**src/design/amigaGluePkg.sv**
```systemverilog
// Shared glue types; addresses carry only A31..A12, so all bases are 4 KB aligned
package amigaGluePkg;

    ////////////////////////////////////////
    // Address and count types
    ////////////////////////////////////////

    // Upper address field, index 0 is A12 and index 19 is A31
    typedef logic [19:0] upperAddr_t;

    // ROM wait states inserted before acknowledge
    typedef logic [3:0] waitStates_t;

    ////////////////////////////////////////
    // Transfer FSM
    ////////////////////////////////////////

    // Bus cycle states in the acknowledge FSM
    typedef enum logic [1:0] {
        idle    = 2'd0,
        romWait = 2'd1,
        ciaWait = 2'd2,
        ack     = 2'd3
    } xferState_t;

    ////////////////////////////////////////
    // Region bases, upper field only
    ////////////////////////////////////////

    // Kickstart ROM at 0x00F8_0000
    localparam upperAddr_t romBase = 20'h00F80;
    // Boot overlay alias at 0x0000_0000
    localparam upperAddr_t romOverlayBase = 20'h00000;
    // CIA page at 0x00BF_0000
    localparam upperAddr_t ciaBase = 20'h00BF0;

endpackage

```
**src/design/busConfigRegs.sv**
```systemverilog
// Write-only config; cfgSel 0 takes all four cfgData bits, cfgSel 1 takes bit 0 only
`timescale 1ns/1ps

module busConfigRegs (
    input  logic                      CLK40,
    input  logic                      TS_RESET,
    input  logic                      cfgWrite,
    input  logic                      cfgSel,
    input  logic [3:0]                cfgData,
    output amigaGluePkg::waitStates_t romWaitStates,
    output logic                      ciaEnable
);

    import amigaGluePkg::*;

    // Default ROM timing out of reset
    localparam waitStates_t resetWaitStates = 4'd2;

    // Register select codes
    localparam logic selWaitStates = 1'b0;
    localparam logic selCiaEnable  = 1'b1;

    ////////////////////////////////////////
    // Config fields
    ////////////////////////////////////////

    // ROM wait-state field
    // New value is live from the write edge onward
    always_ff @(posedge CLK40 or posedge TS_RESET) begin
        if (TS_RESET) begin
            romWaitStates <= resetWaitStates;
        end else if (cfgWrite && (cfgSel == selWaitStates)) begin
            romWaitStates <= cfgData;
        end
    end

    // CIA decode enable
    // Comes up enabled so the boot code can reach the CIAs
    always_ff @(posedge CLK40 or posedge TS_RESET) begin
        if (TS_RESET) begin
            ciaEnable <= 1'b1;
        end else if (cfgWrite && (cfgSel == selCiaEnable)) begin
            // Upper data bits ignored here
            ciaEnable <= cfgData[0];
        end
    end

endmodule

```
**src/design/addressDecode.sv**
```systemverilog
// Pure combinational decode of A31..A12; addr must be stable while selects are used
`timescale 1ns/1ps

module addressDecode (
    input  amigaGluePkg::upperAddr_t addr,
    input  logic                     overlay,
    input  logic                     ciaEnable,
    output logic                     romSpace,
    output logic                     ciaSpace,
    output logic                     ciaSelectA,
    output logic                     ciaSelectB
);

    import amigaGluePkg::*;

    // 512 KB ROM window, compare A31..A19
    localparam int romFieldLsb = 7;
    // 64 KB CIA window, compare A31..A16
    localparam int ciaFieldLsb = 4;

    // Chip select bits inside the CIA page
    localparam int ciaSelBitA = 0;
    localparam int ciaSelBitB = 1;

    logic romNormalHit;
    logic romOverlayHit;

    ////////////////////////////////////////
    // ROM space
    ////////////////////////////////////////

    always_comb begin
        // Normal ROM location
        romNormalHit = (addr[19:romFieldLsb] == romBase[19:romFieldLsb]);

        // Overlay alias at zero for the reset vector fetch
        romOverlayHit = overlay &&
            (addr[19:romFieldLsb] == romOverlayBase[19:romFieldLsb]);

        romSpace = romNormalHit || romOverlayHit;
    end

    ////////////////////////////////////////
    // CIA space
    ////////////////////////////////////////

    always_comb begin
        // Whole 0x00BF page, gated by the config bit
        ciaSpace = ciaEnable &&
            (addr[19:ciaFieldLsb] == ciaBase[19:ciaFieldLsb]);

        // CIA-A answers with A12 low
        ciaSelectA = ciaSpace && !addr[ciaSelBitA];

        // CIA-B answers with A13 low
        // Both selected when A12 and A13 are low
        ciaSelectB = ciaSpace && !addr[ciaSelBitB];
    end

endmodule

```
**src/design/transferAck.sv**
```systemverilog
// One cycle in flight; starts outside ROM and CIA space are dropped with no acknowledge
`timescale 1ns/1ps

module transferAck (
    input  logic                      CLK40,
    input  logic                      TS_RESET,
    input  logic                      transferStart,
    input  logic                      romSpace,
    input  logic                      ciaSpace,
    input  amigaGluePkg::waitStates_t romWaitStates,
    input  logic                      ciaClockFall,
    output logic                      transferAck,
    output logic                      cacheInhibit,
    output logic                      burstInhibit
);

    import amigaGluePkg::*;

    xferState_t  state;
    waitStates_t waitCount;
    // Set when the latched cycle targets a CIA
    logic        ciaCycle;

    ////////////////////////////////////////
    // Start latch and transfer FSM
    ////////////////////////////////////////

    // The start strobe is a single clock wide
    // Capturing it straight into the state keeps it from being lost
    always_ff @(posedge CLK40 or posedge TS_RESET) begin
        if (TS_RESET) begin
            state     <= idle;
            waitCount <= '0;
            ciaCycle  <= 1'b0;
        end else begin
            case (state)
                idle: begin
                    // ROM has priority if both decode, which the map never allows
                    if (transferStart && romSpace) begin
                        state     <= romWait;
                        waitCount <= romWaitStates;
                        ciaCycle  <= 1'b0;
                    end else if (transferStart && ciaSpace) begin
                        state    <= ciaWait;
                        ciaCycle <= 1'b1;
                    end
                end

                romWait: begin
                    // Count out the programmed waits
                    // Zero waits still costs one edge here
                    if (waitCount == '0) begin
                        state <= ack;
                    end else begin
                        waitCount <= waitCount - 4'd1;
                    end
                end

                ciaWait: begin
                    // Sync to the E-clock style falling edge
                    // A fall strobe already sampled on the start edge is not seen here
                    if (ciaClockFall) begin
                        state <= ack;
                    end
                end

                ack: begin
                    // Back to idle, which frees the latch
                    state    <= idle;
                    ciaCycle <= 1'b0;
                end

                default: begin
                    state <= idle;
                end
            endcase
        end
    end

    ////////////////////////////////////////
    // Acknowledge and inhibit levels
    ////////////////////////////////////////

    // Decoded from registered state, so glitch free
    always_comb begin
        transferAck  = (state == ack);

        // Neither ROM nor CIA may burst
        burstInhibit = (state == ack);

        // CIA registers must never be cached
        cacheInhibit = (state == ack) && ciaCycle;
    end

endmodule

```
**src/design/ciaClockGen.sv**
```systemverilog
// ciaHalfPeriod must be at least 1; clock period is twice the half period in CLK40 cycles
`timescale 1ns/1ps

module ciaClockGen #(
    parameter logic [7:0] ciaHalfPeriod = 8'd28
) (
    input  logic CLK40,
    input  logic TS_RESET,
    output logic ciaClock,
    output logic ciaClockFall
);

    // Last count value of each phase
    localparam logic [7:0] lastCount = ciaHalfPeriod - 8'd1;

    logic [7:0] phaseCount;
    logic       phaseEnd;

    ////////////////////////////////////////
    // Phase counter
    ////////////////////////////////////////

    assign phaseEnd = (phaseCount == lastCount);

    always_ff @(posedge CLK40 or posedge TS_RESET) begin
        if (TS_RESET) begin
            phaseCount <= '0;
        end else if (phaseEnd) begin
            phaseCount <= '0;
        end else begin
            phaseCount <= phaseCount + 8'd1;
        end
    end

    ////////////////////////////////////////
    // CIA clock and fall strobe
    ////////////////////////////////////////

    // Starts low, first rise after one half period
    // Fall strobe is registered with the clock, so both change together
    always_ff @(posedge CLK40 or posedge TS_RESET) begin
        if (TS_RESET) begin
            ciaClock     <= 1'b0;
            ciaClockFall <= 1'b0;
        end else begin
            if (phaseEnd) begin
                ciaClock <= !ciaClock;
            end
            // High only in the cycle where the clock drops
            ciaClockFall <= phaseEnd && ciaClock;
        end
    end

endmodule

```
**src/design/tickGen.sv**
```systemverilog
// Dividers are counted in CLK40 cycles and must be at least 2; ticks are not phase related
`timescale 1ns/1ps

module tickGen #(
    parameter logic [31:0] tick60Divider = 32'd666667,
    parameter logic [31:0] tick50Divider = 32'd800000
) (
    input  logic CLK40,
    input  logic TS_RESET,
    output logic tick60,
    output logic tick50
);

    // Index 0 is the 60 Hz tick, index 1 the 50 Hz tick
    logic [1:0] tickPulse;

    ////////////////////////////////////////
    // Wrap-around dividers
    ////////////////////////////////////////

    for (genvar i = 0; i < 2; i++) begin : g_tick
        localparam logic [31:0] divider   = (i == 0) ? tick60Divider : tick50Divider;
        localparam logic [31:0] lastCount = divider - 32'd1;

        logic [31:0] count;

        // Pulse on the wrap edge
        // First pulse one full divider after reset
        always_ff @(posedge CLK40 or posedge TS_RESET) begin
            if (TS_RESET) begin
                count        <= '0;
                tickPulse[i] <= 1'b0;
            end else if (count == lastCount) begin
                count        <= '0;
                tickPulse[i] <= 1'b1;
            end else begin
                count        <= count + 32'd1;
                tickPulse[i] <= 1'b0;
            end
        end
    end

    // Vertical blank style ticks for the CIA TOD inputs
    assign tick60 = tickPulse[0];
    assign tick50 = tickPulse[1];

endmodule

```
**src/design/amigaGlueTop.sv**
```systemverilog
// CLK40 only; no data buffer control, acknowledge is a plain active-high pulse
`timescale 1ns/1ps

module amigaGlueTop #(
    parameter logic [31:0] tick60Divider = 32'd666667,
    parameter logic [31:0] tick50Divider = 32'd800000,
    parameter logic [7:0]  ciaHalfPeriod = 8'd28
) (
    input  logic                     CLK40,
    input  logic                     TS_RESET,
    input  logic                     transferStart,
    input  amigaGluePkg::upperAddr_t addr,
    input  logic                     overlay,
    input  logic                     cfgWrite,
    input  logic                     cfgSel,
    input  logic [3:0]               cfgData,
    output logic                     romEnable,
    output logic                     ciaSelectA,
    output logic                     ciaSelectB,
    output logic                     transferAck,
    output logic                     cacheInhibit,
    output logic                     burstInhibit,
    output logic                     ciaClock,
    output logic                     tick60,
    output logic                     tick50
);

    import amigaGluePkg::*;

    waitStates_t romWaitStates;
    logic        ciaEnable;
    logic        ciaSpace;
    logic        ciaClockFall;

    ////////////////////////////////////////
    // Config and decode
    ////////////////////////////////////////

    busConfigRegs u_busConfigRegs (
        .CLK40         (CLK40),
        .TS_RESET      (TS_RESET),
        .cfgWrite      (cfgWrite),
        .cfgSel        (cfgSel),
        .cfgData       (cfgData),
        .romWaitStates (romWaitStates),
        .ciaEnable     (ciaEnable)
    );

    // ROM space doubles as the ROM chip enable
    addressDecode u_addressDecode (
        .addr       (addr),
        .overlay    (overlay),
        .ciaEnable  (ciaEnable),
        .romSpace   (romEnable),
        .ciaSpace   (ciaSpace),
        .ciaSelectA (ciaSelectA),
        .ciaSelectB (ciaSelectB)
    );

    ////////////////////////////////////////
    // Acknowledge and clocks
    ////////////////////////////////////////

    transferAck u_transferAck (
        .CLK40         (CLK40),
        .TS_RESET      (TS_RESET),
        .transferStart (transferStart),
        .romSpace      (romEnable),
        .ciaSpace      (ciaSpace),
        .romWaitStates (romWaitStates),
        .ciaClockFall  (ciaClockFall),
        .transferAck   (transferAck),
        .cacheInhibit  (cacheInhibit),
        .burstInhibit  (burstInhibit)
    );

    ciaClockGen #(
        .ciaHalfPeriod (ciaHalfPeriod)
    ) u_ciaClockGen (
        .CLK40        (CLK40),
        .TS_RESET     (TS_RESET),
        .ciaClock     (ciaClock),
        .ciaClockFall (ciaClockFall)
    );

    tickGen #(
        .tick60Divider (tick60Divider),
        .tick50Divider (tick50Divider)
    ) u_tickGen (
        .CLK40    (CLK40),
        .TS_RESET (TS_RESET),
        .tick60   (tick60),
        .tick50   (tick50)
    );

endmodule

```
**config.mk**
```make
export PLATFORM = sky130hd
export DESIGN_NAME = amigaGlueTop
export DESIGN_NICKNAME = d
export VERILOG_FILES = /design/src/design/amigaGluePkg.sv /design/src/design/busConfigRegs.sv /design/src/design/addressDecode.sv /design/src/design/transferAck.sv /design/src/design/ciaClockGen.sv /design/src/design/tickGen.sv /design/src/design/amigaGlueTop.sv
export SDC_FILE = /design/constraint.sdc
export NUM_CORES = 1
export LEC_CHECK = 0
export ABC_AREA = 0
export BUFFER_PORTS_ARGS = -buffer_cell sky130_fd_sc_hd__buf_2
export CELL_PAD_IN_SITES_DETAIL_PLACEMENT = 0
export CELL_PAD_IN_SITES_GLOBAL_PLACEMENT = 1
export CORE_MARGIN = 2
export CORE_UTILIZATION = 44
export CTS_BUF_LIST = sky130_fd_sc_hd__clkbuf_8
export CTS_CLUSTER_DIAMETER = 40
export DETAILED_ROUTE_END_ITERATION = 6
export GPL_TIMING_DRIVEN = 0
export PLACE_DENSITY = 0.8
export SYNTH_ARGS = -nofsm -noshare
export SYNTH_HDL_FRONTEND = slang
export SYNTH_HIERARCHICAL = 1
export SYNTH_SLANG_ARGS = --single-unit
```
**constraint.sdc**
```tcl
create_clock -name CLK40 -period 1.7 [get_ports CLK40]
set_input_delay 0.085 -clock CLK40 [delete_from_list [all_inputs] [get_ports CLK40]]
set_output_delay 0.085 -clock CLK40 [all_outputs]
set_load 0.02 [all_outputs]
```
Word level (Yosys, flattened, before mapping)
Cells that the tools add are included.
{"block": "word_totals", "ff_bits": 88}
{"block": "classes", "n_mux": 16, "bitwise": 1, "n_addsub": 4, "n_eq_ne": 13, "n_reduce_logical": 22}
{"op": "$add A32 B1 Y32 const B", "n": 2}
{"op": "$eq A32 B20 Y1 const B", "n": 2}
{"op": "$mux W32", "n": 2}
{"op": "$eq A16 B8 Y1 const B", "n": 1}
{"op": "$eq A13 B5 Y1 const B", "n": 1}
{"op": "$logic_not A13 Y1", "n": 1}
{"op": "$logic_and A1 B1 Y1", "n": 10}
{"op": "$add A8 B1 Y8 const B", "n": 1}
{"op": "$eq A8 B5 Y1 const B", "n": 1}
{"op": "$mux W2", "n": 4}
{"op": "$mux W4", "n": 2}
{"op": "$mux W8", "n": 1}
{"op": "$pmux W2 S4", "n": 1}
{"op": "$pmux W4 S2", "n": 1}
{"op": "$ne A2 B1 Y1 const B", "n": 3}
{"op": "$reduce_and A3 Y1", "n": 2}
{"op": "$eq A2 B2 Y1 const B", "n": 2}
{"op": "$logic_not A4 Y1", "n": 1}
{"op": "$mux W1", "n": 4}
{"op": "$reduce_bool A2 Y1", "n": 2}
{"op": "$sub A4 B1 Y4 const B", "n": 1}
{"op": "$logic_not A1 Y1", "n": 3}
{"op": "$ne A3 B1 Y1 const B", "n": 1}
{"op": "$eq A2 B1 Y1 const B", "n": 1}
{"op": "6 further kinds", "n": 6}

Longest topological paths before layout
{"block": "logic_depth", "word_depth": 6, "depth_mapped": 7, "mapped_depth_nobuf": 7}

Cells and area by module
The synthesis kept the hierarchy.
{"module": "tickGen", "n_inst": 1, "cells_per_inst": 313, "area_each_um2": 3208.1, "seq_area_each_um2": 1651.6}
{"module": "transferAck", "n_inst": 1, "cells_per_inst": 69, "area_each_um2": 554.3, "seq_area_each_um2": 175.2}
{"module": "ciaClockGen", "n_inst": 1, "cells_per_inst": 36, "area_each_um2": 429.2, "seq_area_each_um2": 250.2}
{"module": "busConfigRegs", "n_inst": 1, "cells_per_inst": 13, "area_each_um2": 209.0, "seq_area_each_um2": 127.6}
{"module": "addressDecode", "n_inst": 1, "cells_per_inst": 13, "area_each_um2": 88.8, "seq_area_each_um2": 0.0}

Worst setup path after synthesis
Ideal clock, no wire load.
{"block": "synth_path", "path_kind": "reg-to-reg", "startpoint": "register u_tickGen.g_tick[0].count[0]", "endpoint": "register u_tickGen.g_tick[0].count[30]", "path_slack_ns": -0.146, "required_time_ns": 1.621, "period_less_slack_ns": 1.846, "t_arrival_ns": 1.767, "stages_incl_launch_ff": 7, "path_cell_list": "dfrtp_1 ha_1 nand3_1 or4_1 clkbuf_1 nor4_2 xor2_1"}
{"block": "synth_via", "elab_chain_cells": 2, "elab_cells_between_ends": 3, "cone_classes": "1 x add/sub; 1 x eq/ne; 1 x mux"}
{"item": "from (decl)", "line_no": "tickGen.sv:25", "source": "logic [31:0] count;"}
{"item": "from (signal assigned)", "line_no": "tickGen.sv:37", "source": "count <= count + 32'd1;"}
{"item": "$add A32 B1 Y32 or $eq A32 B20 Y1 (tied branches)", "line_no": "tickGen.sv:37, tickGen.sv:33"}
{"item": "$mux W32 *", "line_no": "tickGen.sv:33", "source": "end else if (count == lastCount) begin"}
Mark *: on every way between the ends. The rest lies on a longest branch, timed or not.
A chain may end at the register's enable or synchronous reset.

Worst setup path in the final report
{"block": "layout_path", "startpoint": "register u_transferAck.waitCount[0]", "endpoint": "register u_transferAck.state[0]"}
{"block": "layout_via", "elab_chain_cells": 3}
{"item": "from (decl)", "line_no": "transferAck.sv:20", "source": "waitStates_t waitCount;"}
{"item": "from (signal assigned)", "line_no": "transferAck.sv:41", "source": "waitCount <= romWaitStates;"}
{"item": "from (signal assigned)", "line_no": "transferAck.sv:55", "source": "waitCount <= waitCount - 4'd1;"}
{"item": "$logic_not A4 Y1", "line_no": "transferAck.sv:52", "source": "if (waitCount == '0) begin"}
{"item": "$ne A2 B1 Y1 (no line)"}
{"item": "$reduce_and A3 Y1 (no line)"}
{"item": "to (signal assigned)", "line_no": "transferAck.sv:53", "source": "state <= ack;"}
{"item": "to (signal assigned)", "line_no": "transferAck.sv:63", "source": "state <= ack;"}
{"item": "to (signal assigned)", "line_no": "transferAck.sv:69", "source": "state <= idle;"}
{"item": "to (decl)", "line_no": "transferAck.sv:19", "source": "xferState_t state;"}
No other way between the ends.

==> flow_summary.ini <==
[worst_setup_path]
r2r_start = u_transferAck/waitCount[0]
crit_chain = inv_2 -> ha_4 -> or3b_4 -> a222oi_1 -> buf_4 -> nor2_2 -> a21oi_1
rr_worst_depth = 7
cp.depth = 7
crit_arrival_ns = 2.11
slowest_delay_ns = 0.41
cpMaxStageDelayCell = dfrtp_1
reg2reg_to = u_transferAck/state[0]
reg2reg_slack_ns = -0.14
critical_path_class = reg2reg
endpoint = u_transferAck/state[0]
crit_buf_inv = 2
required_ns = 1.98
cp-end-kind = flop
worstPathMaxFanout = 3
crit_family = compound AO/OA/AOI/OAI gates
crit_start = u_transferAck/waitCount[0]
critPathLaunchType = flop

[sta]
final-hold-violation-count = 0
fin_skew_ns = 0.00965
layout_setup_ws_ns = -0.137
fin_crit_sh_pct = 108
whs_ns = 0.0897
setup_viol = 5
fmax_mhz = 544
relSlewSlack_pct = 55.3
rsz0062_at_grt = true
fin_crit_ns = 1.84
final-max-slew-violation-count = 0
max_slew.worst_pin.slew_ns = 0.669

[floorplan]
boundaryPins = 39
dieHeight_um = 105
start_util_pct = 45.7
std_cell_rows = 36
dieArea_um2 = 11000
fp.dieW_um = 105
core_area_um2 = 9820

[pwr]
p_sw_share_pct = 29.9
ir_drop_uv = 579
clock_power_share_pct = 26.9
leakagePower_nw = 2.67
power_density_nw_per_um2 = 823
power_mw = 4.73
seqPwrFrac_pct = 48.3
intPower_mw = 3.32
power_frac_comb_pct = 24.8
power.switching_mw = 1.41

[worst_hold_path]
min_path_type = in2reg

[detailed_routing]
drt-total-wl_mm = 10.2
dr_wl_met3_um = 448
route.detailed.drc = 0
num_vias = 3710
highest_layer = met4
avgViaCountPerCell = 5.52
wl_per_cell_um = 15.2
first_iter_violations = 180
dr_wl_met2_mm = 5.03
first_pass_iters = 4
wl_met1_mm = 4.62
drtAntennaViolNets = 0

[synthesis]
synth_common_cells = dfrtp_1, nor2_1, nand3_1, xnor2_1
synth_most_common_cell = dfrtp_1
synth_top_cell_area_share_pct = 47.9
synthArstFlopShare_pct = 100
synthSimpleGateAreaFrac_pct = 26.5
ys_types = 55
synth_edf_count = 0
synth_fa_ha_area_share_pct = 2.51
synth_ff_type = dfrtp_1
synth_area_per_cell_um2 = 10.1
yosysTopAreaCell = dfrtp_1
ys_seq_area_share_pct = 49.1
synthesis.area_um2 = 4490
synth-seq-cells = 88
synth_top_family_by_area = simple AND/OR/NAND/NOR gates
synth_mux_area_share_pct = 1.34
syn_inst = 444
yosys_warnings = 6
synth_xor_area_share_pct = 11.5
synth_nets = 483
synth-compound-area-share_pct = 5.85
synth_area_leaders = dfrtp_1, xnor2_1, xor2_1

[finish]
final_nets = 573
drive_gt1_share_pct = 32.7
final_area_um2 = 5750
antenna_cells = 0
synthToLayoutAreaGrowth_pct = 28.0
fin_cells = 672
num-fill-cells = 860

[clock_tree]
cts_buffer_depth = 2
clk_pin_slew_ns = 0.09
cts.sinks = 88
htree_levels = 3
clk_latency_ns = 0.35
tritoncts = built
numCtsBuffers = 9
cts_root_buf = clkbuf_8

[global_route]
antenna_found_initial = 0
grt_use_total_pct = 18.6
grt_max_degree = 39
grt_pass1_vias = 3573
gr-total-overflow = 0
grt_pass1_wl_mm = 16.8

[job]
drv_cap = 0

[place]
placed_area_um2 = 4920
gp_congestion = 0.798
hpwl_mm = 6.52
portBuffers = 36
dp_cells = 614
post-place-ws_ns = -0.548

[run_status]
status = complete, but fails checks
violations = setup timing
per-layer routing:
layer  vias to the layer above  global-route usage [%]
li1                       1784                       -
met1                      1842                    25.0
met2                        75                    30.4
met3                         9                    3.87
met4                         0                    5.33
met5                         -                       0
through the flow:
| step | TNS, ns | util [%] |
|---|---|---|
| 6_report | -0.282 | 58.5 |
| 5_1_grt | -0.993 | 58.5 |
| 4_1_cts | -0.246 | 56.6 |
| 3_5_place_dp | -12.16 | 50.1 |
| 3_3_place_gp | -11.02 | 49.9 |
| 2_1_floorplan | -0.366 | - |
final cells by class:
cell class	instances	area (um2)	area share, %
Clock buffer	10	138	2.39
Timing Repair Buffer	84	569	9.91
Multi-Input combinational cell	321	2470	43.0
Sequential cell	88	2220	38.6
Clock inverter	6	28.8	0.501
Tap cell	133	166	2.90
Inverter	23	90.1	1.57
Buffer	7	67.6	1.18
power groups by stage:
stage	registers [mW]	logic (mW)	clock network (mW)
finish	2.29	1.17	1.27
global route	2.30	1.30	1.41
CTS	2.28	1.07	1.31
detailed placement	2.32	0.807	0
global placement	2.32	0.764	0
floorplan	2.30	0.604	0
cell families after synthesis:
group	count (synthesis)
buffers and inverters	35
and+or+nand+nor	207
AOI/OAI and AO/OA	41
adders and majority gates	9
xor gates and xnor gates	59
muxes	5
DFF	88
worst min path at each step:
stage                  start                          endpoint  slack (ns)  cells after the start
floorplan           TS_RESET  u_busConfigRegs/romWaitStates[0]       -0.14                      1
global placement    TS_RESET  u_busConfigRegs/romWaitStates[2]        0.04                      2
detailed placement  TS_RESET  u_busConfigRegs/romWaitStates[2]        0.05                      2
CTS                 cfgWrite         u_busConfigRegs/ciaEnable        0.07                      3
global route        cfgWrite         u_busConfigRegs/ciaEnable        0.09                      3
finish              cfgWrite         u_busConfigRegs/ciaEnable        0.09                      3
what timing repair did:
| item | 4_1_cts | 5_1_grt |
|---|---|---|
| hold buffers | 5 | 0 |
| gates resized for setup | 43 | 42 |
| setup endpoints to repair | 53 | 53 |
| pin swaps | 28 | 10 |
| endpoints found under the hold margin | 55 | 0 |
| buffers inserted | 34 | 9 |
registers in the layout, summed over array words and instances, names as in the netlist:
name	count
u_transferAck/waitCount	4
u_tickGen/g_tick.count	64
u_busConfigRegs/romWaitStates	4
u_transferAck/ciaCycle	1
u_tickGen/tick60	1
u_ciaClockGen/ciaClockFall	1
u_transferAck/state	2
u_busConfigRegs/ciaEnable	1
u_ciaClockGen/ciaClock	1
u_ciaClockGen/phaseCount	8
u_tickGen/tick50	1
worst register-to-register path, cell delays in order (launching register included):
cell and delay, ns:
dfrtp_1 0.41, inv_2 0.08, ha_4 0.13, or3b_4 0.39, a222oi_1 0.41, buf_4 0.20
nor2_2 0.03, a21oi_1 0.11
placed cells by master, fill, tap and decap left out, drive strengths merged, types with 18 or more instances in the layout:
| cell | instances |
|---|---|
| dfrtp | 86 |
| buf | 85 |
| nor2 | 35 |
| nand3 | 35 |
| xnor2 | 32 |
| xor2 | 27 |
| nand4 | 27 |
| nand2 | 27 |
| inv | 25 |
| nor4 | 18 |
| nor3 | 18 |
Power figures use the tool's default switching activity.
